<file path="src/common/cordic_fmt_pkg.sv">
package cordic_fmt_pkg;

  ////////////////////////////////////////////////////////////
  // word widths
  ////////////////////////////////////////////////////////////

  // one full turn spans the whole phase word
  localparam int phase_w = 28;

  localparam int out_w   = 16;  // top bits of x and y
  localparam int quad_w  = 2;

  // angle left over once the quadrant is stripped
  localparam int resid_w = phase_w - quad_w;

  ////////////////////////////////////////////////////////////
  // phase word, read whole or split
  ////////////////////////////////////////////////////////////

  typedef struct packed {
    logic [quad_w-1:0]  quad;   // 90 degree sector
    logic [resid_w-1:0] resid;  // angle inside the sector
  } phase_split_t;

  typedef union packed {
    logic [phase_w-1:0] angle;
    phase_split_t       split;
  } phase_u;

  ////////////////////////////////////////////////////////////
  // pipeline word and result
  ////////////////////////////////////////////////////////////

  // x, y and z are two's complement
  typedef struct packed {
    logic signed [phase_w-1:0] x;
    logic signed [phase_w-1:0] y;
    logic signed [phase_w-1:0] z;
    logic [quad_w-1:0]         quad;   // rides along to the unfold
    logic                      valid;  // marks a real sample
  } cordic_vec_t;

  typedef struct packed {
    logic signed [out_w-1:0] sin;
    logic signed [out_w-1:0] cos;
  } sincos_t;

endpackage
</file>
<file path="src/common/cordic_const_pkg.sv">
package cordic_const_pkg;

  import cordic_fmt_pkg::*;

  // one micro-rotation per stage
  localparam int n_stages = 26;

  // 1/K of the rotation chain, about 0.60725 * 2^27
  localparam logic [phase_w-1:0] cordic_gain = 28'd81503715;

  ////////////////////////////////////////////////////////////
  // atan(2^-k) in phase units, 2^28 per turn
  ////////////////////////////////////////////////////////////

  localparam logic [phase_w-1:0] atan_table [n_stages] = '{
    28'd33554432,  // 45 deg
    28'd19808338,
    28'd10466181,
    28'd5312797,
    28'd2666708,
    28'd1334654,
    28'd667489,
    28'd333765,
    28'd166885,
    28'd83442,
    28'd41721,
    28'd20860,
    28'd10430,
    28'd5215,
    28'd2607,
    28'd1303,
    28'd651,
    28'd325,
    28'd162,
    28'd81,
    28'd40,
    28'd20,
    28'd10,
    28'd5,
    28'd2,
    28'd1
  };

endpackage

</file>
<file path="src/cordic/cordic_rotation_stage.sv">
`timescale 1ns/100ps

module cordic_rotation_stage
  import cordic_fmt_pkg::*;
  import cordic_const_pkg::*;
#(
  parameter int stage = 0
)
(
  input  logic        clk,
  input  logic        rst_n,
  input  cordic_vec_t vin,
  output cordic_vec_t vout
);

  logic signed [phase_w-1:0] x_sh;
  logic signed [phase_w-1:0] y_sh;
  logic                      z_neg;
  cordic_vec_t               nxt;

  ////////////////////////////////////////////////////////////
  // shift and direction
  ////////////////////////////////////////////////////////////

  // arithmetic shift keeps the sign of x and y
  assign x_sh  = $signed(vin.x) >>> stage;
  assign y_sh  = $signed(vin.y) >>> stage;

  assign z_neg = vin.z[phase_w-1];  // rotate back when z went negative

  always_comb
  begin
    if (!z_neg)
    begin
      nxt.x = vin.x - y_sh;
      nxt.y = vin.y + x_sh;
      nxt.z = vin.z - atan_table[stage];
    end
    else
    begin
      nxt.x = vin.x + y_sh;
      nxt.y = vin.y - x_sh;
      nxt.z = vin.z + atan_table[stage];
    end

    nxt.quad  = vin.quad;
    nxt.valid = vin.valid;  // never gates the data
  end

  ////////////////////////////////////////////////////////////
  // stage register
  ////////////////////////////////////////////////////////////

  always_ff @(posedge clk or negedge rst_n)
  begin
    if (!rst_n)
    begin
      vout <= '0;
    end
    else
    begin
      vout <= nxt;
    end
  end

endmodule

</file>
<file path="config.mk">
export PLATFORM = sky130hd
export DESIGN_NAME = cordic_rotation_stage
export DESIGN_NICKNAME = d
export VERILOG_FILES = /design/src/common/cordic_fmt_pkg.sv /design/src/common/cordic_const_pkg.sv /design/src/cordic/cordic_rotation_stage.sv
export SDC_FILE = /design/constraint.sdc
export NUM_CORES = 1
export LEC_CHECK = 0
export BUFFER_PORTS_ARGS = -buffer_cell sky130_fd_sc_hd__buf_2
export CAP_MARGIN = 20
export CORE_ASPECT_RATIO = 0.6
export CORE_MARGIN = 4
export CORE_UTILIZATION = 54
export DETAILED_ROUTE_END_ITERATION = 8
export HOLD_SLACK_MARGIN = 0.15
export PLACE_DENSITY_LB_ADDON = 0.3
export SLEW_MARGIN = 20
export SYNTH_ARGS = -nofsm -noshare
export SYNTH_HDL_FRONTEND = slang
export SYNTH_SLANG_ARGS = --single-unit
</file>
<file path="constraint.sdc">
create_clock -name clk -period 0.9 [get_ports clk]
set_input_delay 0.225 -clock clk [delete_from_list [all_inputs] [get_ports clk]]
set_output_delay 0.225 -clock clk [all_outputs]
set_load 0.005 [all_outputs]
</file>
==> impl_metrics.json, run 1 <==
{
  "synthTopCellsByArea": "dfrtp_1 32%, ha_1 15%, a21oi_1 6.6%",
  "htreeDepth": 3,
  "portBuffers": 175,
  "grt_usage_pct": 101,
  "synth-edff-count": 0,
  "cts_num_sinks": 86,
  "synth_nets": 944,
  "ioPinCount": 176,
  "synth_cells": 770,
  "gp_congestion": 1.05,
  "worst-ep-kind": "sequential cell input",
  "ys_seq_area_share_pct": 31.7,
  "worst_endpoint": "vout[58]$_DFF_PN0_/D",
  "overflow": 1285,
  "clockBufferDepth": 2,
  "ys_warn_count": 0,
  "synthArstFlopShare_pct": 100,
  "yosys.area.top_type_share_pct": 31.7,
  "synth_commonest_cells": "90 x a21oi_1, 86 x dfrtp_1, 84 x inv_1",
  "synth_area_mm2": 0.00679,
  "die-height_um": 94.8,
  "clockRootBuffer": "clkbuf_16",
  "synthFlopType": "dfrtp_1",
  "syn_area_per_cell_um2": 8.81,
  "ys_types": 70,
  "place_hpwl_mm": 20.3,
  "tool.error": "[ERROR GRT-0232] Routing congestion too high. Check the congestion heatmap in the GUI.",
  "cts_buffers": 9,
  "post_dp_cell_area_mm2": 0.00967,
  "lastStage": "global routing",
  "dieWidth_um": 153,
  "status": "did not finish",
  "synth_seq_cells": 86,
  "grt_max_degree": 32,
  "start_util_pct": 55.7,
  "synth_top_cell_by_area": "dfrtp_1",
  "rows": 31,
  "yosysMostFrequentCell": "a21oi_1"
}
[timing repair]
| action | in CTS |
|---|---|
| hold buffers | 30 |
| pin swaps | 80 |
| setup endpoints to repair | 143 |
| resized for setup | 146 |
| gates cloned | 1 |
| hold endpoints to repair | 116 |
| setup buffers | 23 |
[stage by stage]
step / TNS (ns) / hold slack [ns] / util, % / setup slack, ns / cells
4_1_cts: -69.23 / 0.140 / 91.1 / -1.37 / 1373
3_5_place_dp: -80.76 / 0.108 / 79.4 / -1.91 / 1306
3_3_place_gp: -77.90 / 0.111 / 79.4 / -1.79 / 1306
2_1_floorplan: -53.85 / -0.0706 / - / -1.40 / 770
[layer usage]
metal / overflow / track usage (%)
met1: 28 / 88.6
met2: 845 / 129
met3: 36 / 82.6
met4: 369 / 118
met5: 7 / 61.9
[cells by family after synthesis]
group / Yosys count / synth area share (%)
flops: 86 / 31.7
mux: 13 / 1.92
compound gates: 241 / 23.1
buf+inv: 121 / 8.70
fa+ha+maj: 85 / 16.1
xor+xnor: 53 / 6.84
simple gates: 171 / 11.6
==> inputs of run 2 (changes only) <==
--- a/config.mk
+++ b/config.mk
@@ -7,12 +7,10 @@
 export LEC_CHECK = 0
 export BUFFER_PORTS_ARGS = -buffer_cell sky130_fd_sc_hd__buf_2
 export CAP_MARGIN = 20
-export CORE_ASPECT_RATIO = 0.6
 export CORE_MARGIN = 4
-export CORE_UTILIZATION = 54
+export CORE_UTILIZATION = 40
 export DETAILED_ROUTE_END_ITERATION = 8
-export HOLD_SLACK_MARGIN = 0.15
-export PLACE_DENSITY_LB_ADDON = 0.3
+export PLACE_DENSITY_LB_ADDON = 0.15
 export SLEW_MARGIN = 20
 export SYNTH_ARGS = -nofsm -noshare
 export SYNTH_HDL_FRONTEND = slang
==> run 2 against run 1 <==
Effect of this change: the flow now finishes, with violations (negative setup slack); area after synthesis is the same; synthesized cell count is the same.
==> impl_metrics.json, run 2 <==
{
  "ys_warn_count": 0,
  "hold_slack_ns": 0.0150,
  "synth-edff-count": 0,
  "cts_num_sinks": 86,
  "core_mm2": 0.0166,
  "synth_seq_cells": 86,
  "leakagePower_nw": 5.75,
  "final.setup.tns_ns": -68.80,
  "dieWidth_um": 138,
  "crit_type": "in2reg",
  "setup_viol": 141,
  "critPathCaptureType": "register",
  "yosysMostFrequentCell": "a21oi_1",
  "ys_seq_area_share_pct": 31.7,
  "holdPathStages": 1,
  "rows": 47,
  "cp.arrival_ns": 2.55,
  "grt_pass1_wl_mm": 38.4,
  "startpoint_type": "input port",
  "crit_fanout": 4,
  "die-height_um": 138,
  "fin_crit_ns": 2.33,
  "synth_nets": 944,
  "gp_congestion": 0.919,
  "post_route_cells_drive_above_1_share_pct": 52.2,
  "synth_top_cell_by_area": "dfrtp_1",
  "p_per_area_mw_per_mm2": 1390,
  "yosys.area.top_type_share_pct": 31.7,
  "start_util_pct": 40.9,
  "max_freq_ghz": 0.430,
  "top_regs": "vout: 86 flops",
  "antenna_found_initial": 0,
  "nets": 1397,
  "synth_commonest_cells": "90 x a21oi_1, 86 x dfrtp_1, 84 x inv_1",
  "area_growth_pct": 72.8,
  "layout_common_cells": "240 x buf_4, 162 x buf_2, 86 x dfrtp_1",
  "ant_nets": 0,
  "slew_violations": 0,
  "drt_iter0_drc": 368,
  "final_common_cell": "buf_4",
  "cp.required_ns": 1.13,
  "drc": 0,
  "violations": "negative setup slack",
  "place_hpwl_mm": 18.2,
  "ys_types": 70,
  "finalWorstSetupSlack_ns": -1.43,
  "largest_register": "vout",
  "tightest_slew_ns": 0.480,
  "antenna_cells": 0,
  "synth_cells": 770,
  "rsz0062_at_grt": "yes",
  "hold_class": "in2reg",
  "drt-wirelength-per-cell_um": 16.9,
  "relSlewSlack_pct": 67.7,
  "grt_usage_pct": 24.3,
  "drv_cap": 0,
  "status": "finished, violations left",
  "hold_viol_final": 0,
  "synth_area_mm2": 0.00679,
  "peakVddDrop_mv": 0.988,
  "synthFlopType": "dfrtp_1",
  "htreeDepth": 3,
  "min_period_over_period_pct": 259,
  "cts_tree": "done",
  "grt_pass1_vias": 7400,
  "fillerInstances": 1257,
  "die_area_mm2": 0.0191,
  "overflow": 0,
  "vias_per_cell": 5.07,
  "cts_buffers": 9,
  "synthArstFlopShare_pct": 100,
  "largest_register_ff_count": 86,
  "clockRootBuffer": "clkbuf_16",
  "wl_mm": 24.5,
  "ioPinCount": 176,
  "grt_max_degree": 36,
  "synthTopCellsByArea": "dfrtp_1 32%, ha_1 15%, a21oi_1 6.6%",
  "crit_path_end": "vout[55]",
  "syn_area_per_cell_um2": 8.81,
  "portBuffers": 175,
  "clockBufferDepth": 2,
  "first_pass_iters": 5,
  "vias": 7341,
  "cts.clk_slew.worst_paths_ns": 0.06,
  "startpoint": "vin[59]"
}
[run 2: cell counts after synthesis]
Identical to the previous run, type by type.
[run 2: layout make-up]
type / count / area, um^2 / area share [%]
Timing Repair inverter: 1 / 8.76 / 0.0747
Timing Repair Buffer: 473 / 3450 / 29.5
Sequential cell: 86 / 2150 / 18.4
Clock inverter: 5 / 108 / 0.918
Inverter: 89 / 380 / 3.24
Multi-Input combinational cell: 563 / 5120 / 43.7
Tap cell: 220 / 275 / 2.35
Clock buffer: 10 / 229 / 1.95
[run 2: per-stage QoR]
stage                     std cells  cell area [um^2]  util, %  worst slack, ns  total power [W]
after floorplan                 770              7160        -            -1.40          0.00771
after detailed placement       1375              9870     59.5            -1.84           0.0106
after global routing           1447             11700     70.7            -1.51           0.0171
after global placement         1375              9870     59.5            -1.86           0.0106
final                          1447             11700     70.7            -1.43           0.0163
after CTS                      1433             11200     67.6            -1.40           0.0158
[run 2: cells by family (layout without fill, tap and decap cells)]
kind of cell,count (synthesis),in the layout,share of synthesized area (%)
adders and majority gates,85,85,16.1
and+or+nand+nor,171,171,11.6
xor gates and xnor gates,53,53,6.84
muxes,13,13,1.92
DFF,86,86,31.7
buffers and inverters,121,578,8.70
AOI/OAI and AO/OA,241,241,23.1
[run 2: metal layers]
metal  wire (um)  vias up  GRT usage [%]
met5           0        -              0
met4         402        0           6.03
met3        1360       33           3.63
met2       11600      261           40.1
met1       11100     3503           33.7
li1            -     3544              -
[run 2: how the worst min path moves through the flow]
stage / startpoint / end / slack (ns)
2_1_floorplan: rst_n / vout[0] / -0.07
3_3_place_gp: rst_n / vout[3] / 0.09
3_5_place_dp: rst_n / vout[3] / 0.09
4_1_cts: vin[17] / vout[17] / 0.003
5_1_grt: vin[10] / vout[10] / 0.01
6_report: vin[10] / vout[10] / 0.02
[run 2: power breakdown]
part,leakage (nW),switching (W),total (W),internal (W)
Sequential,1.00,0.000189,0.00469,0.00450
Combinational,4.58,0.00354,0.00716,0.00362
Clock,0.163,0.00169,0.00441,0.00272
Total,5.75,0.00542,0.0163,0.0108
[run 2: timing repair]
item,in CTS,in global routing
cloned,1,0
pin swaps,95,91
buffers inserted,17,18
hold buffers,27,0
resized for setup,136,87
endpoints found under the setup margin,143,142
endpoints found under the hold margin,112,0
[run 2: critical path, stage by stage]
cell and delay [ns]:
buf_8 0.10, buf_12 0.12, ha_4 0.15, inv_2 0.05, fa_2 0.24, nor3_4 0.06
o311ai_4 0.26, a21oi_2 0.10, a22oi_2 0.27, o21ai_4 0.10, a2111oi_4 0.38, o21bai_2 0.15
mux2i_1 0.24, xnor2_1 0.10
Power figures use the tool's default switching activity.
