[src/common/cordic_fmt_pkg.sv]
package cordic_fmt_pkg;

  ////////////////////////////////////////////////////////////
  // word widths
  ////////////////////////////////////////////////////////////

  // one full turn spans the whole phase word
  localparam int phase_w = 28;

  localparam int out_w   = 16;  // top bits of x and y
  localparam int quad_w  = 2;

  // angle left over once the quadrant is stripped
  localparam int resid_w = phase_w - quad_w;

  ////////////////////////////////////////////////////////////
  // phase word, read whole or split
  ////////////////////////////////////////////////////////////

  typedef struct packed {
    logic [quad_w-1:0]  quad;   // 90 degree sector
    logic [resid_w-1:0] resid;  // angle inside the sector
  } phase_split_t;

  typedef union packed {
    logic [phase_w-1:0] angle;
    phase_split_t       split;
  } phase_u;

  ////////////////////////////////////////////////////////////
  // pipeline word and result
  ////////////////////////////////////////////////////////////

  // x, y and z are two's complement
  typedef struct packed {
    logic signed [phase_w-1:0] x;
    logic signed [phase_w-1:0] y;
    logic signed [phase_w-1:0] z;
    logic [quad_w-1:0]         quad;   // rides along to the unfold
    logic                      valid;  // marks a real sample
  } cordic_vec_t;

  typedef struct packed {
    logic signed [out_w-1:0] sin;
    logic signed [out_w-1:0] cos;
  } sincos_t;

endpackage
[src/common/cordic_const_pkg.sv]
package cordic_const_pkg;

  import cordic_fmt_pkg::*;

  // one micro-rotation per stage
  localparam int n_stages = 26;

  // 1/K of the rotation chain, about 0.60725 * 2^27
  localparam logic [phase_w-1:0] cordic_gain = 28'd81503715;

  ////////////////////////////////////////////////////////////
  // atan(2^-k) in phase units, 2^28 per turn
  ////////////////////////////////////////////////////////////

  localparam logic [phase_w-1:0] atan_table [n_stages] = '{
    28'd33554432,  // 45 deg
    28'd19808338,
    28'd10466181,
    28'd5312797,
    28'd2666708,
    28'd1334654,
    28'd667489,
    28'd333765,
    28'd166885,
    28'd83442,
    28'd41721,
    28'd20860,
    28'd10430,
    28'd5215,
    28'd2607,
    28'd1303,
    28'd651,
    28'd325,
    28'd162,
    28'd81,
    28'd40,
    28'd20,
    28'd10,
    28'd5,
    28'd2,
    28'd1
  };

endpackage

[src/cordic/cordic_quadrant_fold.sv]
`timescale 1ns/100ps

module cordic_quadrant_fold
  import cordic_fmt_pkg::*;
  import cordic_const_pkg::*;
(
  input  logic        clk,
  input  logic        rst_n,
  input  phase_u      phase,
  input  logic        in_valid,
  output cordic_vec_t vec
);

  cordic_vec_t start_vec;

  ////////////////////////////////////////////////////////////
  // start vector
  ////////////////////////////////////////////////////////////

  always_comb
  begin
    // pre-scaled by the chain gain so the result lands on unit length
    start_vec.x     = cordic_gain;
    start_vec.y     = '0;

    // quadrant bits cleared, z stays in [0, 90) degrees
    start_vec.z     = {{quad_w{1'b0}}, phase.split.resid};

    start_vec.quad  = phase.split.quad;
    start_vec.valid = in_valid;
  end

  ////////////////////////////////////////////////////////////
  // fold register
  ////////////////////////////////////////////////////////////

  always_ff @(posedge clk or negedge rst_n)
  begin
    if (!rst_n)
    begin
      vec <= '0;
    end
    else
    begin
      vec <= start_vec;
    end
  end

endmodule

[config.mk]
export PLATFORM = sky130hd
export DESIGN_NAME = cordic_quadrant_fold
export DESIGN_NICKNAME = d
export VERILOG_FILES = /design/src/common/cordic_fmt_pkg.sv /design/src/common/cordic_const_pkg.sv /design/src/cordic/cordic_quadrant_fold.sv
export SDC_FILE = /design/constraint.sdc
export NUM_CORES = 1
export LEC_CHECK = 0
export ABC_AREA = 1
export ABC_CLOCK_PERIOD_IN_PS = 1510
export BUFFER_PORTS_ARGS = -buffer_cell sky130_fd_sc_hd__buf_2
export CAP_MARGIN = 20
export CORE_MARGIN = 5
export CORE_UTILIZATION = 38
export CTS_CLUSTER_SIZE = 12
export DETAILED_ROUTE_END_ITERATION = 10
export HOLD_SLACK_MARGIN = 0.03
export PLACE_DENSITY = 0.92
export REMOVE_ABC_BUFFERS = 1
export SLEW_MARGIN = 25
export SYNTH_ARGS = -nofsm -noshare
export SYNTH_HDL_FRONTEND = slang
export SYNTH_SLANG_ARGS = --single-unit
[constraint.sdc]
create_clock -name clk -period 1.51 [get_ports clk]
set_input_delay 0.0755 -clock clk [delete_from_list [all_inputs] [get_ports clk]]
set_output_delay 0.0755 -clock clk [all_outputs]
set_load 0.005 [all_outputs]
# Word-level counts from Yosys, hierarchy flattened
# Index checks and enable logic that the tools add are counted.
[totals] ff_bits=30 input_bits=31 output_inout_bits=87 word_cells=4

# Depth between registers and ports, before layout
# Gate-level depths: netlist (run 1).
[logic_depth] ltp_word=0 depth_mapped=1 depth_no_buf=0

# Worst setup path after synthesis (run 1)
# No wires, ideal clock.
[synth_path] path_kind="register to output" start="register vec[59] (netlist name)" end="output vec[60] (netlist name)" arrival_time_ns=0.725 required_time_ns=1.434 path_slack_ns=0.710 path_stages_with_launch=2 cell_sequence="dfrtp_1 -> buf_4"
[synth_rtl] element="to (decl)" line="cordic_quadrant_fold.sv:11" text="output cordic_vec_t vec"
# No word-level cell between the ends.

# Worst setup path in the final report (run 1)
[layout_path] start="register vec[59] (netlist name)" end="output vec[67] (netlist name)"
# No word-level cell between the ends.

==> qor.txt, run 1 <==
status: finished, final reports clean
WL/cell: 11.17 um
n_diodes: 0
GRT overflow: 0
commonest non-fill, non-tap cells in the layout: 75 x buf_2, 43 x conb_1, 30 x dlygate4sd3_1, 30 x dfrtp_1, 5 x clkbuf_4
final setup violating endpoints: 0
RSZ-0062 raised after global routing: false
post-synthesis simple-gate area fraction: 0
initial antenna violation count: 0
HPWL Detailed: 1.997 mm
Longest Clk Path Bufs: 2
clock sinks: 30
post-route cell area: 0.001694 mm2
Critical Path RT: 1430 ps
Tot Pwr: 1.500 mW
setup_tns: 0 ps
Synth Area in Adders: 0
slowest stage delay, CP: 530 ps
Rel. slew slack: 0.5787
Reg area: 750.7 um2
vias per inst: 3.329
Total Routed Length: 2.546 mm
Final Core Density: 0.5595
post-synthesis sequential area ratio: 0.6329
fill cell count: 263
DRC viols: 0
most common cell after layout, fill and taps aside: buf_2
Placed Cells incl. Taps: 192
largest family of logic cells by synthesized area: buffers and inverters
Hold Vio Cnt, Final: 0
TritonCTS clock tree: built
CP Launch Type: register
Final #Nets: 216
input/output buffers: 75
Setup Slack @ Placement: 743.3 ps
crit path kind: register to output pin
largest net degree at the start of global routing: 31
layout cell share with drive strength beyond 1: 0.4402
leakage: 0.9394 nW
synthesized area per cell: 13.33 um2
Tot GR Track Use: 0.1144
Tmin final: 1100 ps
Root Buffer: clkbuf_4
Regs by FF count: vec: 30 flops
final RePlAce weighted congestion: 0.7018
initial core utilization: 0.3917
Die Y: 65.87 um
Post-Place Cell Area: 0.001343 mm2
synth warn: 0
max-slew violations: 0
final worst-path cycle share: 0.7283
number of cell rows: 20
full die area: 0.004339 mm2
vias in the first global route: 800
max reg flops: 30
Crit. End Element: output pin
final worst slack: 410.3 ps
Layout area overhead: 42.83%
IO Pins: 118
TritonRoute pass-1 iters: 3
critical path cell sequence: buf_2
slowest CP cell: dfrtp_1
Post-Synthesis Cell Area: 0.001186 mm2
number of routed nets with antenna violations: 0
FMAX: 909.3 MHz
Reg with most FFs: vec
Fin Hold WS: 317.5 ps
power density cells: 885.4 mW/mm2
htree depth: 2
Post-Synth XOR/XNOR Area: 0
Die X: 65.87 um
initial DRC count: 3
maximum VDD drop: 0.0004544 V
fin cells: 228
wire length of the first global-routing pass: 3.553 mm
Hold-fix buffers, CTS: 30
critical path arrival: 1020 ps
CTS buffer count: 5
Clk pin slew, worst setup/hold paths: 80 ps
Post-Syn Instances: 89
Vias: 759
register bit total from synthesis: 30
maximum fanout along the worst path: 16
Hold/Removal Path Class: primary input to async pin
delay-heaviest family, CP: flip-flops
Max Cap Violations: 0
Core Area: 0.003028 mm2
CP bufs+invs: 1
Netlist cell types: 3
footprint of the multi-input gates: 161.4 um2
number of post-CTS setup repair buffers: 0
Synth Area in Compound Gates: 0
PostCTS Resize Cnt: 0
mux cell area share after synthesis: 0
Slew @ Worst Pin: 631.9 ps
## routing by layer
metal / part of all wire / GRT usage / vias up
li1: - / - / 356
met1: 0.29 / 0.09838 / 343
met2: 0.60 / 0.2178 / 55
met3: 0.095 / 0.04762 / 5
met4: 0.014 / 0.06218 / 0
met5: 0 / 0 / -
## final cells by class
cell class,instances,area share
sequential,30,0.4431
timing repair buffer,105,0.3988
multi-input combinational,43,0.09527
tap,44,0.03250
clock buffer,6,0.03028
## where the power goes
group          total [mW]  internal [mW]  switching (mW)
clock network       0.434          0.209           0.225
logic               0.210          0.117          0.0938
registers           0.855          0.843          0.0125
## kinds of logic (layout without fill, tap and decap cells)
group	Yosys count	after routing
DFF	30	30
buffers and inverters	57	111
other	2	43
## Yosys cell counts
master / instances / area, um2
buf_4: 57 / 427.9
conb_1: 2 / 7.510
dfrtp_1: 30 / 750.7
## final timing paths
check | from | endpoint | slack [ps] | depth (start not counted)
setup / recovery | vec[59]$_DFF_PN0_ | vec[67] | 410 | 1
hold / removal | rst_n | vec[24]$_DFF_PN0_ | 320 | 2
max in group asynchronous | rst_n | vec[1]$_DFF_PN0_ | 780 | 2
min in group clk | phase[18] | vec[21]$_DFF_PN0_ | 400 | 2
(Power assumes the default switching activity.)
==> run 2: changes to the inputs <==
--- a/config.mk
+++ b/config.mk
@@ -5,16 +5,16 @@
 export SDC_FILE = /design/constraint.sdc
 export NUM_CORES = 1
 export LEC_CHECK = 0
-export ABC_AREA = 1
-export ABC_CLOCK_PERIOD_IN_PS = 1510
+export ABC_AREA = 0
+export ABC_CLOCK_PERIOD_IN_PS = 900
 export BUFFER_PORTS_ARGS = -buffer_cell sky130_fd_sc_hd__buf_2
 export CAP_MARGIN = 20
 export CORE_MARGIN = 5
-export CORE_UTILIZATION = 38
+export CORE_UTILIZATION = 32
 export CTS_CLUSTER_SIZE = 12
 export DETAILED_ROUTE_END_ITERATION = 10
 export HOLD_SLACK_MARGIN = 0.03
-export PLACE_DENSITY = 0.92
+export PLACE_DENSITY = 0.83
 export REMOVE_ABC_BUFFERS = 1
 export SLEW_MARGIN = 25
 export SYNTH_ARGS = -nofsm -noshare
==> constraint.sdc (replaced) <==
create_clock -name clk -period 0.9 [get_ports clk]
set_input_delay 0.045 -clock clk [delete_from_list [all_inputs] [get_ports clk]]
set_output_delay 0.045 -clock clk [all_outputs]
set_load 0.005 [all_outputs]
==> qor.txt, run 2 (synthesized netlist as in run 1, its figures left out) <==
status: finished with violations
violated checks: setup timing
TritonCTS clock tree: built
max reg flops: 30
CP bufs+invs: 1
Critical Path RT: 850 ps
Clk pin slew, worst setup/hold paths: 60 ps
Hold Vio Cnt, Final: 0
TritonRoute pass-1 iters: 2
Max Cap Violations: 0
final setup violating endpoints: 16
critical path cell sequence: buf_2
number of post-CTS setup repair buffers: 0
Root Buffer: clkbuf_8
max-slew violations: 0
delay-heaviest family, CP: flip-flops
number of cell rows: 22
initial DRC count: 9
critical path arrival: 920 ps
DRC viols: 0
Layout area overhead: 52.74%
IO Pins: 118
final RePlAce weighted congestion: 0.6736
final worst-path cycle share: 1.068
Tmin final: 961.3 ps
P_sw: 0.6652 mW
clock network power share: 0.478
switch share: 0.1919
wire length of the first global-routing pass: 4.112 mm
crit path kind: register to output pin
Setup Slack @ Placement: 126.8 ps
clock sinks: 30
Vias: 799
Placed Cells incl. Taps: 197
combinational power share: 0.106
initial antenna violation count: 0
layout cell share with drive strength beyond 1: 0.4545
Regs by FF count: vec: 30 flops
Hold/Removal Path Class: primary input to async pin
FMAX: 1040 MHz
vias per inst: 3.400
number of routed nets with antenna violations: 0
Die X: 70.88 um
Power Internal: 2.802 mW
leakage: 0.9891 nW
Reg with most FFs: vec
Reg area: 752.0 um2
Total Routed Length: 2.805 mm
post-route cell area: 0.001812 mm2
Tot GR Track Use: 0.1100
fin cells: 235
Final #Nets: 217
slowest stage delay, CP: 480 ps
vias in the first global route: 880
final worst slack: -61.28 ps
initial core utilization: 0.3264
Core Area: 0.003633 mm2
fill cell count: 323
n_diodes: 0
slowest CP cell: dfrtp_2
maximum fanout along the worst path: 16
CP Launch Type: register
Die Y: 70.88 um
CTS buffer count: 5
GRT overflow: 0
Crit. End Element: output pin
RSZ-0062 raised after global routing: true
input/output buffers: 75
most common cell after layout, fill and taps aside: buf_2
Post-Place Cell Area: 0.001368 mm2
power density cells: 1914 mW/mm2
Longest Clk Path Bufs: 2
commonest non-fill, non-tap cells in the layout: 75 x buf_2, 43 x conb_1, 30 x dlygate4sd3_1, 29 x dfrtp_1, 6 x clkbuf_8
WL/cell: 11.94 um
Final Core Density: 0.4986
maximum VDD drop: 0.001231 V
full die area: 0.005024 mm2
footprint of the multi-input gates: 161.4 um2
htree depth: 2
HPWL Detailed: 2.097 mm
largest net degree at the start of global routing: 22
Reg power frac: 0.416
-- run 2: cell count changes in the layout (fill, tap and decap cells not counted) --
cell and delta:
buf_12 +1, clkbuf_4 -5, dfrtp_2 +1, dfrtp_1 -1, bufinv_16 +2, clkbuf_8 +5
-- run 2: final cells by class --
type                            count  area share
Clock buffer                        6     0.04558
Tap cell                           48     0.03315
Multi-Input combinational cell     43     0.08909
Clock inverter                      2     0.03315
Timing Repair Buffer              106      0.3840
Sequential cell                    30      0.4151
-- run 2: per-stage QoR --
step	hold WS (ps)	TNS [ps]	power, mW
after floorplan	-250.6	0	1.522
after global placement	-79.04	0	1.720
after detailed placement	-67.23	0	1.730
after CTS	161.5	-1155	3.513
after global routing	210.9	-1687	3.614
final	175.6	-841.1	3.467
-- run 2: power groups by stage --
stage                     clock, mW  combinational [mW]  sequential (mW)
after detailed placement          0               0.265             1.47
after global routing           1.75               0.411             1.45
after CTS                      1.71               0.367             1.44
after floorplan                   0              0.0382             1.48
after global placement            0               0.261             1.46
final                          1.66               0.369             1.44
-- run 2: worst paths after layout --
| path | cells after the start | slack [ps] | start | end |
|---|---|---|---|---|
| max | 1 | -60 | vec[59]$_DFF_PN0_ | vec[72] |
| min | 2 | 180 | rst_n | vec[5]$_DFF_PN0_ |
| max in group asynchronous | 3 | 330 | rst_n | vec[59]$_DFF_PN0_ |
| min in group clk | 2 | 410 | phase[10] | vec[13]$_DFF_PN0_ |
-- run 2: layer usage --
layer	global-route usage	part of all wire	vias up	wire (um)
li1	-	-	358	-
met4	0.06889	0.021	0	60
met1	0.1018	0.31	362	860
met5	0	0	-	0
met3	0.03835	0.12	8	323
met2	0.2029	0.56	71	1561
-- run 2: repair_timing --
| item | in CTS | in global routing |
|---|---|---|
| endpoints found under the setup margin | 16 | 16 |
| hold endpoints to repair | 59 | 0 |
| hold buffers | 30 | 0 |
| resized for setup | 1 | 0 |
==> run 3: changes to the inputs <==
--- a/config.mk
+++ b/config.mk
@@ -9,6 +9,7 @@
 export ABC_CLOCK_PERIOD_IN_PS = 900
 export BUFFER_PORTS_ARGS = -buffer_cell sky130_fd_sc_hd__buf_2
 export CAP_MARGIN = 20
+export CORE_ASPECT_RATIO = 0.6
 export CORE_MARGIN = 5
 export CORE_UTILIZATION = 32
 export CTS_CLUSTER_SIZE = 12
==> qor.txt, run 3 (synthesized netlist as in run 1, its figures left out) <==
initial DRC count: 3
CTS buffer count: 5
Post-Place Cell Area: 0.001366 mm2
vias in the first global route: 896
critical path cell sequence: buf_2
Hold Vio Cnt, Final: 0
power density cells: 1721 mW/mm2
input/output buffers: 75
final worst-path cycle share: 1.052
Regs by FF count: vec: 30 flops
FMAX: 1056 MHz
initial core utilization: 0.3280
htree depth: 2
max reg flops: 30
Crit. End Element: output pin
critical path arrival: 900 ps
RSZ-0062 raised after global routing: true
fin cells: 234
final RePlAce weighted congestion: 0.5904
TritonCTS clock tree: built
Longest Clk Path Bufs: 2
Tot GR Track Use: 0.1125
number of cell rows: 17
number of post-CTS setup repair buffers: 0
Total Routed Length: 2.821 mm
largest net degree at the start of global routing: 20
CP Launch Type: register
Clk pin slew, worst setup/hold paths: 60 ps
Die Y: 57.16 um
Fin Hold WS: 207.8 ps
Hold/Removal Path Class: primary input to async pin
maximum fanout along the worst path: 16
WL/cell: 12.06 um
Placed Cells incl. Taps: 196
Setup Slack @ Placement: 157.9 ps
most common cell after layout, fill and taps aside: buf_2
final worst slack: -47.15 ps
Final #Nets: 217
initial antenna violation count: 0
HPWL Detailed: 1.927 mm
maximum VDD drop: 0.0009914 V
n_diodes: 0
Core Area: 0.003616 mm2
vias per inst: 3.338
fill cell count: 327
Max Cap Violations: 0
Final Core Density: 0.4917
TritonRoute pass-1 iters: 2
Critical Path RT: 850 ps
Layout area overhead: 49.89%
Tmin final: 947.1 ps
GRT overflow: 0
slowest stage delay, CP: 470 ps
violated checks: setup timing
CP bufs+invs: 1
number of routed nets with antenna violations: 0
slowest CP cell: dfrtp_2
IO Pins: 118
wire length of the first global-routing pass: 4.133 mm
commonest non-fill, non-tap cells in the layout: 75 x buf_2, 43 x conb_1, 30 x dlygate4sd3_1, 29 x dfrtp_1, 8 x clkbuf_8
leakage: 0.9752 nW
delay-heaviest family, CP: flip-flops
clock sinks: 30
layout cell share with drive strength beyond 1: 0.4545
final setup violating endpoints: 16
Reg with most FFs: vec
DRC viols: 0
Die X: 88.60 um
post-route cell area: 0.001778 mm2
full die area: 0.005064 mm2
crit path kind: register to output pin
max-slew violations: 0
status: finished with violations
Root Buffer: clkbuf_8
Vias: 781
-- run 3: cell types whose count changed in the layout (fill, tap and decap cells not counted) --
cell and delta:
bufinv_16 -2, clkbuf_8 +2
-- run 3: worst paths after layout --
kind,startpoint,to,slack (ps),depth (start not counted)
max in group asynchronous,rst_n,vec[59]$_DFF_PN0_,280,3
worst max-delay path,vec[59]$_DFF_PN0_,vec[60],-50,1
min in group clk,phase[27],vec[2]$_DFF_PN0_,410,2
worst min-delay path,rst_n,vec[20]$_DFF_PN0_,210,2
-- run 3: what timing repair did --
item	CTS	global route
hold buffers	30	0
gates resized for setup	1	0
cloned	0	0
hold endpoints to repair	59	0
setup endpoints to repair	16	16
-- run 3: layout make-up --
| cell class | instances | area (um2) | share of cell area |
|---|---|---|---|
| timing repair buffer | 106 | 695.7 | 0.3913 |
| tap | 47 | 58.81 | 0.03308 |
| sequential | 30 | 752.0 | 0.4229 |
| multi-input combinational | 43 | 161.4 | 0.09078 |
| clock buffer | 8 | 110.1 | 0.06193 |
-- run 3: per-stage QoR --
step                      TNS [ps]  power [mW]
final                       -714.3       3.061
after detailed placement         0       1.726
after global placement           0       1.715
after global routing         -1841       3.233
after floorplan                  0       1.522
after CTS                   -984.4       3.089
-- run 3: metal layers --
layer	track usage	routed length [um]	vias to the layer above	part of all wire
met5	0	0	-	0
met4	0.03233	17	0	0.0060
met1	0.09973	853	370	0.30
met3	0.06349	282	2	0.10
met2	0.2151	1668	50	0.59
li1	-	-	359	-
-- run 3: report_power, final --
part | total [mW] | switching (mW) | internal [mW] | leakage [nW]
Clock | 1.26 | 0.485 | 0.771 | 0.0575
Combinational | 0.364 | 0.160 | 0.204 | 0.569
Sequential | 1.44 | 0.0229 | 1.42 | 0.349
Total | 3.06 | 0.668 | 2.39 | 0.975
