`config.mk`:
```
export PLATFORM = sky130hd
export DESIGN_NAME = cordic_quadrant_unfold
export DESIGN_NICKNAME = d
export VERILOG_FILES = /design/src/common/cordic_fmt_pkg.sv /design/src/cordic/cordic_quadrant_unfold.sv
export SDC_FILE = /design/constraint.sdc
export NUM_CORES = 1
export LEC_CHECK = 0
export BUFFER_PORTS_ARGS = -buffer_cell sky130_fd_sc_hd__clkbuf_2
export CORE_AREA = 2 2 80 82
export CTS_CLUSTER_DIAMETER = 150
export DETAILED_ROUTE_END_ITERATION = 10
export DIE_AREA = 0 0 82 84
export HOLD_SLACK_MARGIN = 0.02
export PLACE_DENSITY = 0.76
export SLEW_MARGIN = 0
export SYNTH_ARGS = -nofsm -noshare
export SYNTH_HDL_FRONTEND = slang
export SYNTH_SLANG_ARGS = --single-unit
```
`constraint.sdc`:
```
create_clock -name clk -period 0.8 [get_ports clk]
set_clock_uncertainty 0.2 [all_clocks]
set_input_delay 0.08 -clock clk [delete_from_list [all_inputs] [get_ports clk]]
set_output_delay 0.08 -clock clk [all_outputs]
set_load 0.1 [all_outputs]
```
`src/common/cordic_fmt_pkg.sv`:
```
package cordic_fmt_pkg;

  ////////////////////////////////////////////////////////////
  // word widths
  ////////////////////////////////////////////////////////////

  // one full turn spans the whole phase word
  localparam int phase_w = 28;

  localparam int out_w   = 16;  // top bits of x and y
  localparam int quad_w  = 2;

  // angle left over once the quadrant is stripped
  localparam int resid_w = phase_w - quad_w;

  ////////////////////////////////////////////////////////////
  // phase word, read whole or split
  ////////////////////////////////////////////////////////////

  typedef struct packed {
    logic [quad_w-1:0]  quad;   // 90 degree sector
    logic [resid_w-1:0] resid;  // angle inside the sector
  } phase_split_t;

  typedef union packed {
    logic [phase_w-1:0] angle;
    phase_split_t       split;
  } phase_u;

  ////////////////////////////////////////////////////////////
  // pipeline word and result
  ////////////////////////////////////////////////////////////

  // x, y and z are two's complement
  typedef struct packed {
    logic signed [phase_w-1:0] x;
    logic signed [phase_w-1:0] y;
    logic signed [phase_w-1:0] z;
    logic [quad_w-1:0]         quad;   // rides along to the unfold
    logic                      valid;  // marks a real sample
  } cordic_vec_t;

  typedef struct packed {
    logic signed [out_w-1:0] sin;
    logic signed [out_w-1:0] cos;
  } sincos_t;

endpackage
```
`src/cordic/cordic_quadrant_unfold.sv`:
```
`timescale 1ns/100ps

module cordic_quadrant_unfold
  import cordic_fmt_pkg::*;
(
  input  logic        clk,
  input  logic        rst_n,
  input  cordic_vec_t vec,
  output sincos_t     result,
  output logic        out_valid
);

  logic signed [phase_w-1:0] sin_full;
  logic signed [phase_w-1:0] cos_full;

  ////////////////////////////////////////////////////////////
  // back to the original quadrant
  ////////////////////////////////////////////////////////////

  always_comb
  begin
    case (vec.quad)
      2'd0:
      begin
        sin_full = vec.y;
        cos_full = vec.x;
      end
      2'd1:
      begin
        sin_full = vec.x;   // +90 deg
        cos_full = -vec.y;
      end
      2'd2:
      begin
        sin_full = -vec.y;  // +180 deg
        cos_full = -vec.x;
      end
      default:
      begin
        sin_full = -vec.x;  // +270 deg
        cos_full = vec.y;
      end
    endcase
  end

  ////////////////////////////////////////////////////////////
  // output register, truncated
  ////////////////////////////////////////////////////////////

  always_ff @(posedge clk or negedge rst_n)
  begin
    if (!rst_n)
    begin
      result    <= '0;
      out_valid <= 1'b0;
    end
    else
    begin
      result.sin <= sin_full[phase_w-1 -: out_w];
      result.cos <= cos_full[phase_w-1 -: out_w];
      out_valid  <= vec.valid;
    end
  end

endmodule

```
# Word-level counts from Yosys, hierarchy flattened
# Cells that the tools add are included.
totals:
  ff_bits: 33
  wordCells: 10
  input_bits: 89
  output_inout_bits: 33
op_classes:
  add_sub_neg: 2
  n_reduce_logical: 1
  n_mux: 2
  n_eq_ne: 2
ops:
  columns: ["cell", "count"]
  rows:
  - ["one-hot mux 28 bit (3 select lines)", 2]
  - ["negation 28 bit", 2]
  - ["== test 2 x 1 -> 1 bit (second input constant)", 1]
  - ["== test 2 bit (second input constant)", 1]
  - ["zero test 2 bit", 1]

# Longest topological paths before layout
# Gate-level depths: netlist (run 1).
depth:
  depth_word: 2
  mapped_depth: 7
  ltp_nobuf: 5

# Least setup slack after synthesis (run 1)
# No wires, ideal clock.
synth_timing:
  path_type: "in2reg"
  startpoint: "input vec[42] (netlist name)"
  endpoint: "register result[7] (netlist name)"
  stages: 6
  arrival_time_ns: 1.283
  slack_ns: -0.824
  setup_time_ns: 0.141
  path_buffers: 1
  required_time_ns: 0.459
  cell_sequence: "nor4_2 nand3_2 buf_2 o31ai_1 xor2_1 mux2i_1"
synth_via:
  elab_chain_cells: 2
synth_rtl:
  columns: ["element", "line_no", "text"]
  rows:
  - ["start: declaration", "cordic_quadrant_unfold.sv:8", "input cordic_vec_t vec,"]
  - ["negation 28 bit", "cordic_quadrant_unfold.sv:31", "cos_full = -vec.y;"]
  - ["one-hot mux 28 bit (3 select lines)", "cordic_quadrant_unfold.sv:22", "case (vec.quad)"]
  - ["net cos_full[19]", "cordic_quadrant_unfold.sv:14", "logic signed [phase_w-1:0] cos_full;"]
  - ["end: declaration", "cordic_quadrant_unfold.sv:9", "output sincos_t result,"]
# The timed path passes the listed nets, and every way through them passes these cells.

# Worst setup path after layout (run 1)
layout_timing:
  startpoint: "input vec[59] (netlist name)"
  endpoint: "register result[27] (netlist name)"
layout_via:
  elab_chain_cells: 2
layout_rtl:
  columns: ["element", "line_no", "text"]
  rows:
  - ["negation 28 bit", "cordic_quadrant_unfold.sv:40", "sin_full = -vec.x;"]
  - ["one-hot mux 28 bit (3 select lines)", "cordic_quadrant_unfold.sv:22", null]
  - ["net sin_full[23]", "cordic_quadrant_unfold.sv:13", "logic signed [phase_w-1:0] sin_full;"]
# The timed path passes the listed nets, and every way through them passes these cells.

==> metrics, run 1 <==
Synth area leader dfrtp_1; Power per Cell Area roughly 1600 nW/um^2; final setup vio count 65; Req. time, crit path 0.85 ns; first-pass GRT wire length around 13,000 um; CTS max path bufs 2; num ports 122; setup TNS -34.52 ns; CTS Buf Count 5; routed len/inst 16.9 um; synthesized flop and latch total 33; Pleak 2.02 nW; Cell Area, Synth 2470 um^2; Placement Rows 29; clock share of power roughly 22%; DRT iter0 DRCs between 150 and 200; Slew Viols, Final 0; gr usage total 24.5%; element type at the critical path end flip-flop; Tightest Hold Check Type in -> reg; status finished, violations left; RSZ-0062 raised after global routing yes; Main synth FF type dfrtp_1; Net Sw Frac 41.3%; I/O Buffers 93; Mapped Avg Cell Area 9.50 um^2; Final Net Count around 520; CP Capture Point result[27]$_DFF_PN0_; WHS -0.0844 ns; CP Class in -> reg; Logic pwr share 49.6%; YS warnings 0; launch point of the worst path vec[59]; total number of vias ~2,800; share of the synthesized area in the top cell type 33.4%; Sequential cell area between 900 and 1000 um^2; asr flop ratio synth between 90% and 100%; Tcrit/Tclk final 196%; clk slew on worst S/H paths 0.07 ns; multi-input logic area 1790 um^2; Distinct cells, synth 52; Internal 4.46 mW; Crit Path Max Fanout 3; Die Width 82 um; Avg Vias per Cell 5.58; Area growth syn-to-layout 89.5%; Fmax 0.639 GHz; starting density of the core 40.5%; Core ar. roughly 6000 um^2; CTS tree built; number of global-route vias before repair 2,861; setup slack after layout -0.766 ns; maximum level of the CTS H-tree 2; switching power around 3.1 mW; DRC violations left 0; register area share after synthesis 33.4%; sequential power share roughly 28%; layout cell share with drive strength beyond 1 62.0%; largest net degree at the start of global routing 34; Die ar. about 6900 um^2; data arrival time of the worst path between 1.5 and 2 ns; worst-margin pin slew 0.305 ns; initial antenna violation count 0; EDFF count, synth 0; dpl ws -1.07 ns; Setup crit start kind primary input; GRT overflow 0; Ant. Diodes 0; failing checks hold timing, setup timing; root buf cell clkbuf_8; total wire length 8550 um; dpl hpwl 5960 um; routability cong. 0.947; Synth Net Count ~350; Area contributors post-synth dfrtp_1 (33%), xor2_1 (8.2%), mux2i_1 (7.3%); Final Hold Fails 6; Hold Buf Count CTS 2; Worst slew margin 79.5%; Die H 84 um; fill cell count ~360; 1st-pass router iterations 4; worst vdd ir about 0.0012 V; Gate Count Post-Synth 260; fin crit period 1.57 ns; Sink Count 33; max_cap viols 0; antenna-violating nets left 0
power groups by stage:
stage	logic, mW	clock network, mW	registers, mW
after floorplan	0.622	0	3.57
after global placement	3.54	0	2.19
after detailed placement	3.61	0	2.20
after CTS	3.68	1.65	2.16
after global routing	3.90	1.72	2.17
final	3.76	1.67	2.15
synthesized netlist by cell type, types with 10 or more instances:
cell type and number:
clkbuf_1 15, o31ai_1 10, nand2_1 14, xnor2_1 15, a21oi_1 10, xor2_1 23, o21ai_0 21, mux2i_1 18
dfrtp_1 33, nor2_1 20
flip-flops by register name, indices dropped and copies added (netlist names):
name / cells
out_valid: 1
result: 32
critical path, cell delays in order:
cell and delay (ns):
buf_6 0.09, nor4_4 0.35, nand4_4 0.14, buf_4 0.19, or2_4 0.25, a311oi_2 0.30
mux2_4 0.21
layout make-up:
class | instances | share of cell area [%]
multi-input cells | 202 | 38.3
repair buffers | 180 | 36.5
flip-flops and latches | 33 | 20.2
well taps | 77 | 2.06
clock buffers | 7 | 1.84
clock inverters | 1 | 0.641
inverters | 6 | 0.481
cell usage in the layout, fill, tap and decap left out, drive strengths merged, types with 3 or more instances in the layout:
master,n
buf,121
xnor2,15
inv,6
a31oi,6
a311oi,3
nor3,7
clkbuf,64
o211ai,6
nand3,6
nand2,14
dfrtp,33
o21ai,22
mux2i,18
nand4,4
a41oi,3
a21oi,10
o31ai,11
nor4,8
nor2,20
xor2,23
metrics by stage:
stage	power [mW]	util, %	area (um^2)	std cells	hold slack (ns)
2_1_floorplan	4.19	-	2690	260	-0.416
3_3_place_gp	5.74	69.7	4250	486	-0.151
3_5_place_dp	5.81	69.7	4250	486	-0.147
4_1_cts	7.49	74.3	4530	501	-0.0925
5_1_grt	7.79	76.8	4680	506	-0.0787
6_report	7.59	76.8	4680	506	-0.0844
worst min path at each step:
stage | depth (start not counted) | slack (ns) | start | endpoint
global route | 3 | -0.08 | vec[56] | result[29]$_DFF_PN0_
CTS | 3 | -0.09 | vec[86] | result[15]$_DFF_PN0_
finish | 3 | -0.08 | vec[56] | result[29]$_DFF_PN0_
detailed placement | 2 | -0.15 | rst_n | out_valid$_DFF_PN0_
floorplan | 0 | -0.42 | rst_n | result[27]$_DFF_PN0_
global placement | 2 | -0.15 | rst_n | out_valid$_DFF_PN0_
kinds of logic after synthesis:
kind of cell    after synthesis  synth area share [%]
xor+xnor                     38                  13.5
compound gates               75                  21.0
mux                          20                  8.20
buf+inv                      25                  4.25
simple gates                 69                  19.6
flops                        33                  33.4
what timing repair did:
action | 4_1_cts | 5_1_grt
endpoints found under the hold margin | 45 | 4
setup endpoints to repair | 65 | 65
buffers inserted | 6 | 5
resized for setup | 23 | 22
pin swaps | 17 | 27
layer usage:
| layer | GRT usage, % | vias to the layer above | part of all wire [%] |
|---|---|---|---|
| li1 | - | 1294 | - |
| met2 | 42.6 | 169 | 52 |
| met3 | 6.39 | 41 | 8.5 |
| met5 | 0 | - | 0 |
| met4 | 11.5 | 0 | 5.0 |
| met1 | 27.1 | 1321 | 34 |
(Power assumes the default switching activity.)
==> inputs of run 2 (changes only) <==
--- a/config.mk
+++ b/config.mk
@@ -10,6 +10,7 @@
 export CTS_CLUSTER_DIAMETER = 150
 export DETAILED_ROUTE_END_ITERATION = 10
 export DIE_AREA = 0 0 82 84
+export GPL_TIMING_DRIVEN = 0
 export HOLD_SLACK_MARGIN = 0.02
 export PLACE_DENSITY = 0.76
 export SLEW_MARGIN = 0
==> run 2 against run 1 <==
The flow still finishes with violations (hold timing, setup timing). Cell area fell by 6.0%. Clock power fell by 27%. Via count fell by 3.7%. Largest cell class unchanged. Total power fell by 7.4%. First-iteration DRC count rose by 20%. Worst hold slack got worse by 0.28 ns.
==> metrics, run 2 (synthesis gave the netlist of run 1 again) <==
dpl cell area 3230 um^2 (was 4250 um^2); root buf cell clkbuf_8 (unchanged); Pleak 1.84 nW (was 2.02 nW); Die Width 82 um (unchanged); Worst slew margin 52.4% (was 79.5%); 1st-pass router iterations 5 (was 4); DRC violations left 0 (unchanged); worst vdd ir 0.00113 V (was 0.00124 V); Final Net Count 471 (was 517); Area growth syn-to-layout 78.2% (was 89.5%); Avg Vias per Cell 5.91 (was 5.58); status finished, violations left (unchanged); max_cap viols 0 (unchanged); initial antenna violation count 0 (unchanged); CP Class in -> reg (unchanged); Hold Buf Count CTS 1 (was 2); crit-path cells clkbuf_2 > nor4_4 > nand4_4 > buf_6 > o41ai_4 > xor2_1 > mux2i_1 (was buf_6 > nor4_4 > nand4_4 > buf_4 > or2_4 > a311oi_2 > mux2_4); fin crit period 1.66 ns (was 1.57 ns); data arrival time of the worst path 1.60 ns (was 1.62 ns); total wire length 8610 um (was 8550 um); WHS -0.363 ns (was -0.0844 ns); Fmax 0.603 GHz (was 0.639 GHz); failing checks hold timing, setup timing (unchanged); starting density of the core 40.5% (unchanged); CTS Buf Count 5 (unchanged); Internal 3.99 mW (was 4.46 mW); num ports 122 (unchanged); Top reg by flops result (unchanged); number of global-route vias before repair 2,769 (was 2,861); CP peak stage delay 0.36 ns (was 0.35 ns); final setup vio count 65 (unchanged); Core ar. 6100 um^2 (unchanged); Die ar. 6890 um^2 (unchanged); sequential power share 30.4% (was 28.4%); Power per Cell Area 1600 nW/um^2 (was 1620 nW/um^2); Slew Viols, Final 0 (unchanged); clock share of power 17.4% (was 22.0%); Setup crit start kind primary input (unchanged); clk slew on worst S/H paths 0.06 ns (was 0.07 ns); biggest regs result x32, out_valid x1 (unchanged); total number of vias 2,720 (was 2,825); Tcrit/Tclk final 207% (was 196%); worst-margin pin slew 0.714 ns (was 0.305 ns); first-pass GRT wire length 13,300 um (was 13,000 um); CTS tree built (unchanged); I/O Buffers 88 (was 93); CTS max path bufs 2 (unchanged); Logic pwr share 52.3% (was 49.6%); Placement Rows 29 (unchanged); Tightest Hold Check Type in -> async (was in -> reg); DRT iter0 DRCs 221 (was 184); most frequent cells in the layout clkbuf_2 (57), dfrtp_4 (32), clkbuf_16 (32) (was buf_4 (74), clkbuf_2 (56), buf_12 (36)); slowest stage cell, crit path nor4_4 (unchanged); routability cong. 0.860 (was 0.947); GRT overflow 0 (unchanged); Net Sw Frac 43.3% (was 41.3%); switching power 3.04 mW (was 3.13 mW); Req. time, crit path 0.74 ns (was 0.85 ns); RSZ-0062 raised after global routing yes (unchanged); setup slack after layout -0.859 ns (was -0.766 ns); Sink Count 33 (unchanged); maximum level of the CTS H-tree 2 (unchanged); gr usage total 25.0% (was 24.5%); Final Total Pwr 7.03 mW (was 7.59 mW); fin area 4400 um^2 (was 4680 um^2); largest net degree at the start of global routing 34 (unchanged); dpl ws -1.24 ns (was -1.07 ns); antenna-violating nets left 0 (unchanged); Final Hold Fails 50 (was 6); layout cell share with drive strength beyond 1 55.6% (was 62.0%); dpl hpwl 5170 um (was 5960 um); Crit Path Max Fanout 7 (was 3); number of flip-flops under the largest register name 32 (unchanged); element type at the critical path end flip-flop (unchanged); Die H 84 um (unchanged); commonest non-fill, non-tap cell in the layout clkbuf_2 (was buf_4); Ant. Diodes 0 (unchanged); routed len/inst 18.7 um (was 16.9 um)
## run 2: per-layer routing
layer | track usage (%) | routed length (um)
met1 | 29.4 | 3220
met2 | 43.4 | 4450
met3 | 4.55 | 612
met4 | 10.8 | 324
met5 | 0 | 0
## run 2: path summary, 6_finish.rpt
check,cells after the start,endpoint,from
worst max-delay path,7,result[22]$_DFF_PN0_,vec[67]
worst min-delay path,1,result[13]$_DFF_PN0_,rst_n
max in group asynchronous,1,result[20]$_DFF_PN0_,rst_n
min in group clk,3,result[31]$_DFF_PN0_,vec[86]
## run 2: power groups by stage
stage	clock, mW	sequential, mW	combinational, mW
2_1_floorplan	0	3.57	0.622
3_3_place_gp	0	2.07	2.70
3_5_place_dp	0	2.07	2.73
4_1_cts	1.22	2.12	3.54
5_1_grt	1.29	2.15	3.80
6_report	1.22	2.13	3.67
## run 2: per-stage QoR
step	util, %	cells	hold WS, ns	setup TNS [ns]
4_1_cts	69.0	453	-0.304	-36.05
3_5_place_dp	53.0	425	-0.00993	-51.66
2_1_floorplan	-	260	-0.416	-25.58
3_3_place_gp	53.0	425	-0.0243	-48.34
5_1_grt	72.2	460	-0.296	-40.22
6_report	72.2	460	-0.363	-37.61
## run 2: layout make-up
class | count | area [um^2]
plain buffers | 19 | 118
clock buffers | 8 | 80.1
fillers | 376 | 1690
inverters | 6 | 22.5
multi-input cells | 202 | 1810
flip-flops and latches | 33 | 946
well taps | 77 | 96.3
repair buffers | 115 | 1330
## run 2: timing repair
item	CTS	global route
resized for setup	123	36
pin swaps	21	17
hold endpoints to repair	59	47
buffers inserted	17	7
gates cloned	2	0
endpoints found under the setup margin	65	97
## run 2: critical path: cells and delay by family
kind	cells	cell delay, ns
AO/OA/AOI/OAI	1	0.23
XOR/XNOR	1	0.25
buffers and inverters	2	0.30
multiplexers	1	0.11
AND/OR/NAND/NOR	2	0.61
==> inputs of run 3 (changes only) <==
--- a/config.mk
+++ b/config.mk
@@ -6,13 +6,12 @@
 export NUM_CORES = 1
 export LEC_CHECK = 0
 export BUFFER_PORTS_ARGS = -buffer_cell sky130_fd_sc_hd__clkbuf_2
-export CORE_AREA = 2 2 80 82
+export CORE_AREA = 2 2 91 93
 export CTS_CLUSTER_DIAMETER = 150
 export DETAILED_ROUTE_END_ITERATION = 10
-export DIE_AREA = 0 0 82 84
+export DIE_AREA = 0 0 93 95
 export GPL_TIMING_DRIVEN = 0
 export HOLD_SLACK_MARGIN = 0.02
-export PLACE_DENSITY = 0.76
 export SLEW_MARGIN = 0
 export SYNTH_ARGS = -nofsm -noshare
 export SYNTH_HDL_FRONTEND = slang
==> constraint.sdc (replaced) <==
create_clock -name clk -period 1.9 [get_ports clk]
set_clock_uncertainty 0.2 [all_clocks]
set_input_delay 0.19 -clock clk [delete_from_list [all_inputs] [get_ports clk]]
set_output_delay 0.19 -clock clk [all_outputs]
set_load 0.1 [all_outputs]
==> run 3 against run 2 <==
The flow now finishes without violations. Sequential power decreased by 62%. Combinational power decreased by 69%. Non-clock buffer count down 22. First-iteration DRC count fell by 24%. Critical path depth shrank 1. Clock-buffer cell count fell by 3. Critical path type unchanged. Global-route usage shrank 9.2 points.
==> metrics, run 3 (synthesis gave the netlist of run 1 again) <==
DRC violations left 0 (unchanged); CP Capture Point result[10]$_DFF_PN0_ (was result[22]$_DFF_PN0_); Ant. Diodes 0 (unchanged); 1st-pass router iterations 4 (was 5); Power per Cell Area 817 nW/um^2 (was 1600 nW/um^2); fin crit period 1.78 ns; total number of vias 2,362 (was 2,720); Setup crit start kind primary input (unchanged); I/O Buffers 88 (unchanged); Tightest Hold Check Type in -> reg (was in -> async); initial antenna violation count 0 (unchanged); status finished, final reports clean (was finished, violations left); largest net degree at the start of global routing 34 (unchanged); antenna-violating nets left 0 (unchanged); Crit Path Max Fanout 5 (was 7); worst-margin pin slew 0.808 ns (was 0.714 ns); element type at the critical path end flip-flop (unchanged); Tcrit/Tclk final 93.9%; Die H 95 um (was 84 um); Final Hold Fails 0 (was 50); clk slew on worst S/H paths 0.08 ns (was 0.06 ns); Top reg by flops result (unchanged); Sequential cell area 826 um^2 (was 946 um^2); Area growth syn-to-layout 30.1% (was 78.2%); biggest regs result x32, out_valid x1 (unchanged); Core ar. 7930 um^2 (was 6100 um^2); DRT iter0 DRCs 168 (was 221); fill cell count 841 (was 376); commonest non-fill, non-tap cell in the layout clkbuf_2 (unchanged); Util after Layout 40.5% (was 72.2%); dpl hpwl 5380 um (was 5170 um); root buf cell clkbuf_8 (unchanged); Avg Vias per Cell 5.07 (was 5.91); num ports 122 (unchanged); Final Net Count 449 (was 471); number of flip-flops under the largest register name 32 (unchanged); number of global-route vias before repair 2,267 (was 2,769); RSZ-0062 raised after global routing no (was yes); data arrival time of the worst path 1.72 ns (was 1.60 ns); Placement Rows 33 (was 29); GRT overflow 0 (unchanged); Slew Viols, Final 0 (unchanged); first-pass GRT wire length 10,900 um (was 13,300 um); starting density of the core 31.2% (was 40.5%); Worst slew margin 46.2% (was 52.4%); maximum level of the CTS H-tree 2 (unchanged); routed len/inst 15.0 um (was 18.7 um); CTS max path bufs 2 (unchanged); Req. time, crit path 1.84 ns (was 0.74 ns); Fmax about 0.56 GHz; Sink Count 33 (unchanged); CTS tree built (unchanged); most frequent cells in the layout clkbuf_2 (88), dfrtp_1 (33), xor2_1 (23) (was clkbuf_2 (57), dfrtp_4 (32), clkbuf_16 (32)); max_cap viols 0 (unchanged); CP Class in -> reg (unchanged); Die Width 93 um (was 82 um); gr usage total 15.8% (was 25.0%); layout cell share with drive strength beyond 1 34.9% (was 55.6%); Pleak 1.40 nW (was 1.84 nW); launch point of the worst path vec[76] (was vec[67]); multi-input logic area 1550 um^2 (was 1810 um^2); worst vdd ir 0.000333 V (was 0.00113 V); final setup vio count 0 (was 65); total wire length 6980 um (was 8610 um); CTS Buf Count 5 (unchanged); routability cong. 0.839 (was 0.860); setup TNS 0 ns (was -37.61 ns); Die ar. 8840 um^2 (was 6890 um^2)
run 3: changes by cell type in the layout (fill, tap and decap cells not counted), sizes merged:
cell         change
clkinv           +1
bufinv           +1
clkinvlp         +1
buf             -30
dlygate4sd3      +1
clkbuf           +4
run 3: how the worst min path moves through the flow:
stage / slack (ns) / start / cells past startpoint / to
floorplan: -0.31 / rst_n / 0 / out_valid$_DFF_PN0_
global placement: 0.1 / vec[0] / 1 / out_valid$_DFF_PN0_
detailed placement: 0.10 / vec[0] / 1 / out_valid$_DFF_PN0_
CTS: 0.02 / vec[56] / 3 / result[29]$_DFF_PN0_
global route: 0.04 / vec[56] / 3 / result[29]$_DFF_PN0_
finish: 0.03 / vec[86] / 3 / result[15]$_DFF_PN0_
run 3: power breakdown:
part | internal (mW) | switching [mW]
Sequential | 0.783 | 0.0214
Clock | 0.392 | 0.289
Combinational | 0.233 | 0.905
run 3: layer usage:
| layer | GRT usage [%] | vias up | part of all wire (%) |
|---|---|---|---|
| li1 | - | 1161 | - |
| met1 | 20.3 | 1100 | 44 |
| met2 | 26.3 | 88 | 48 |
| met3 | 3.03 | 13 | 6.2 |
| met4 | 6.00 | 0 | 2.1 |
| met5 | 0 | - | 0 |
run 3: cell type report:
cell class | instances | share of cell area [%]
multi-input cells | 202 | 48.3
flip-flops and latches | 33 | 25.7
repair buffers | 93 | 15.0
well taps | 105 | 4.09
plain buffers | 19 | 2.57
clock buffers | 5 | 2.14
clock inverters | 3 | 1.44
inverters | 6 | 0.701
run 3: worst max-delay path, stage by stage:
cell and delay [ns]:
clkbuf_2 0.12, nor3_1 0.39, nand3b_1 0.29, or2_4 0.32
a221oi_1 0.26, o21ai_0 0.16
run 3: stage by stage:
stage | instances | hold slack [ns] | cell area (um^2) | power [mW] | worst slack (ns)
finish | 466 | 0.0280 | 3210 | 2.62 | 0.117
global route | 466 | 0.0424 | 3210 | 2.73 | 0.00599
CTS | 463 | 0.0231 | 3180 | 2.64 | 0.0321
detailed placement | 453 | 0.101 | 3040 | 1.95 | -0.261
global placement | 453 | 0.0979 | 3040 | 1.94 | -0.209
floorplan | 260 | -0.306 | 2470 | 1.69 | 0.166
run 3: what timing repair did:
action | in CTS | in global routing
setup buffers | 0 | 3
endpoints found under the setup margin | 0 | 9
hold buffers | 2 | 0
hold endpoints to repair | 34 | 0
gates resized for setup | 0 | 2
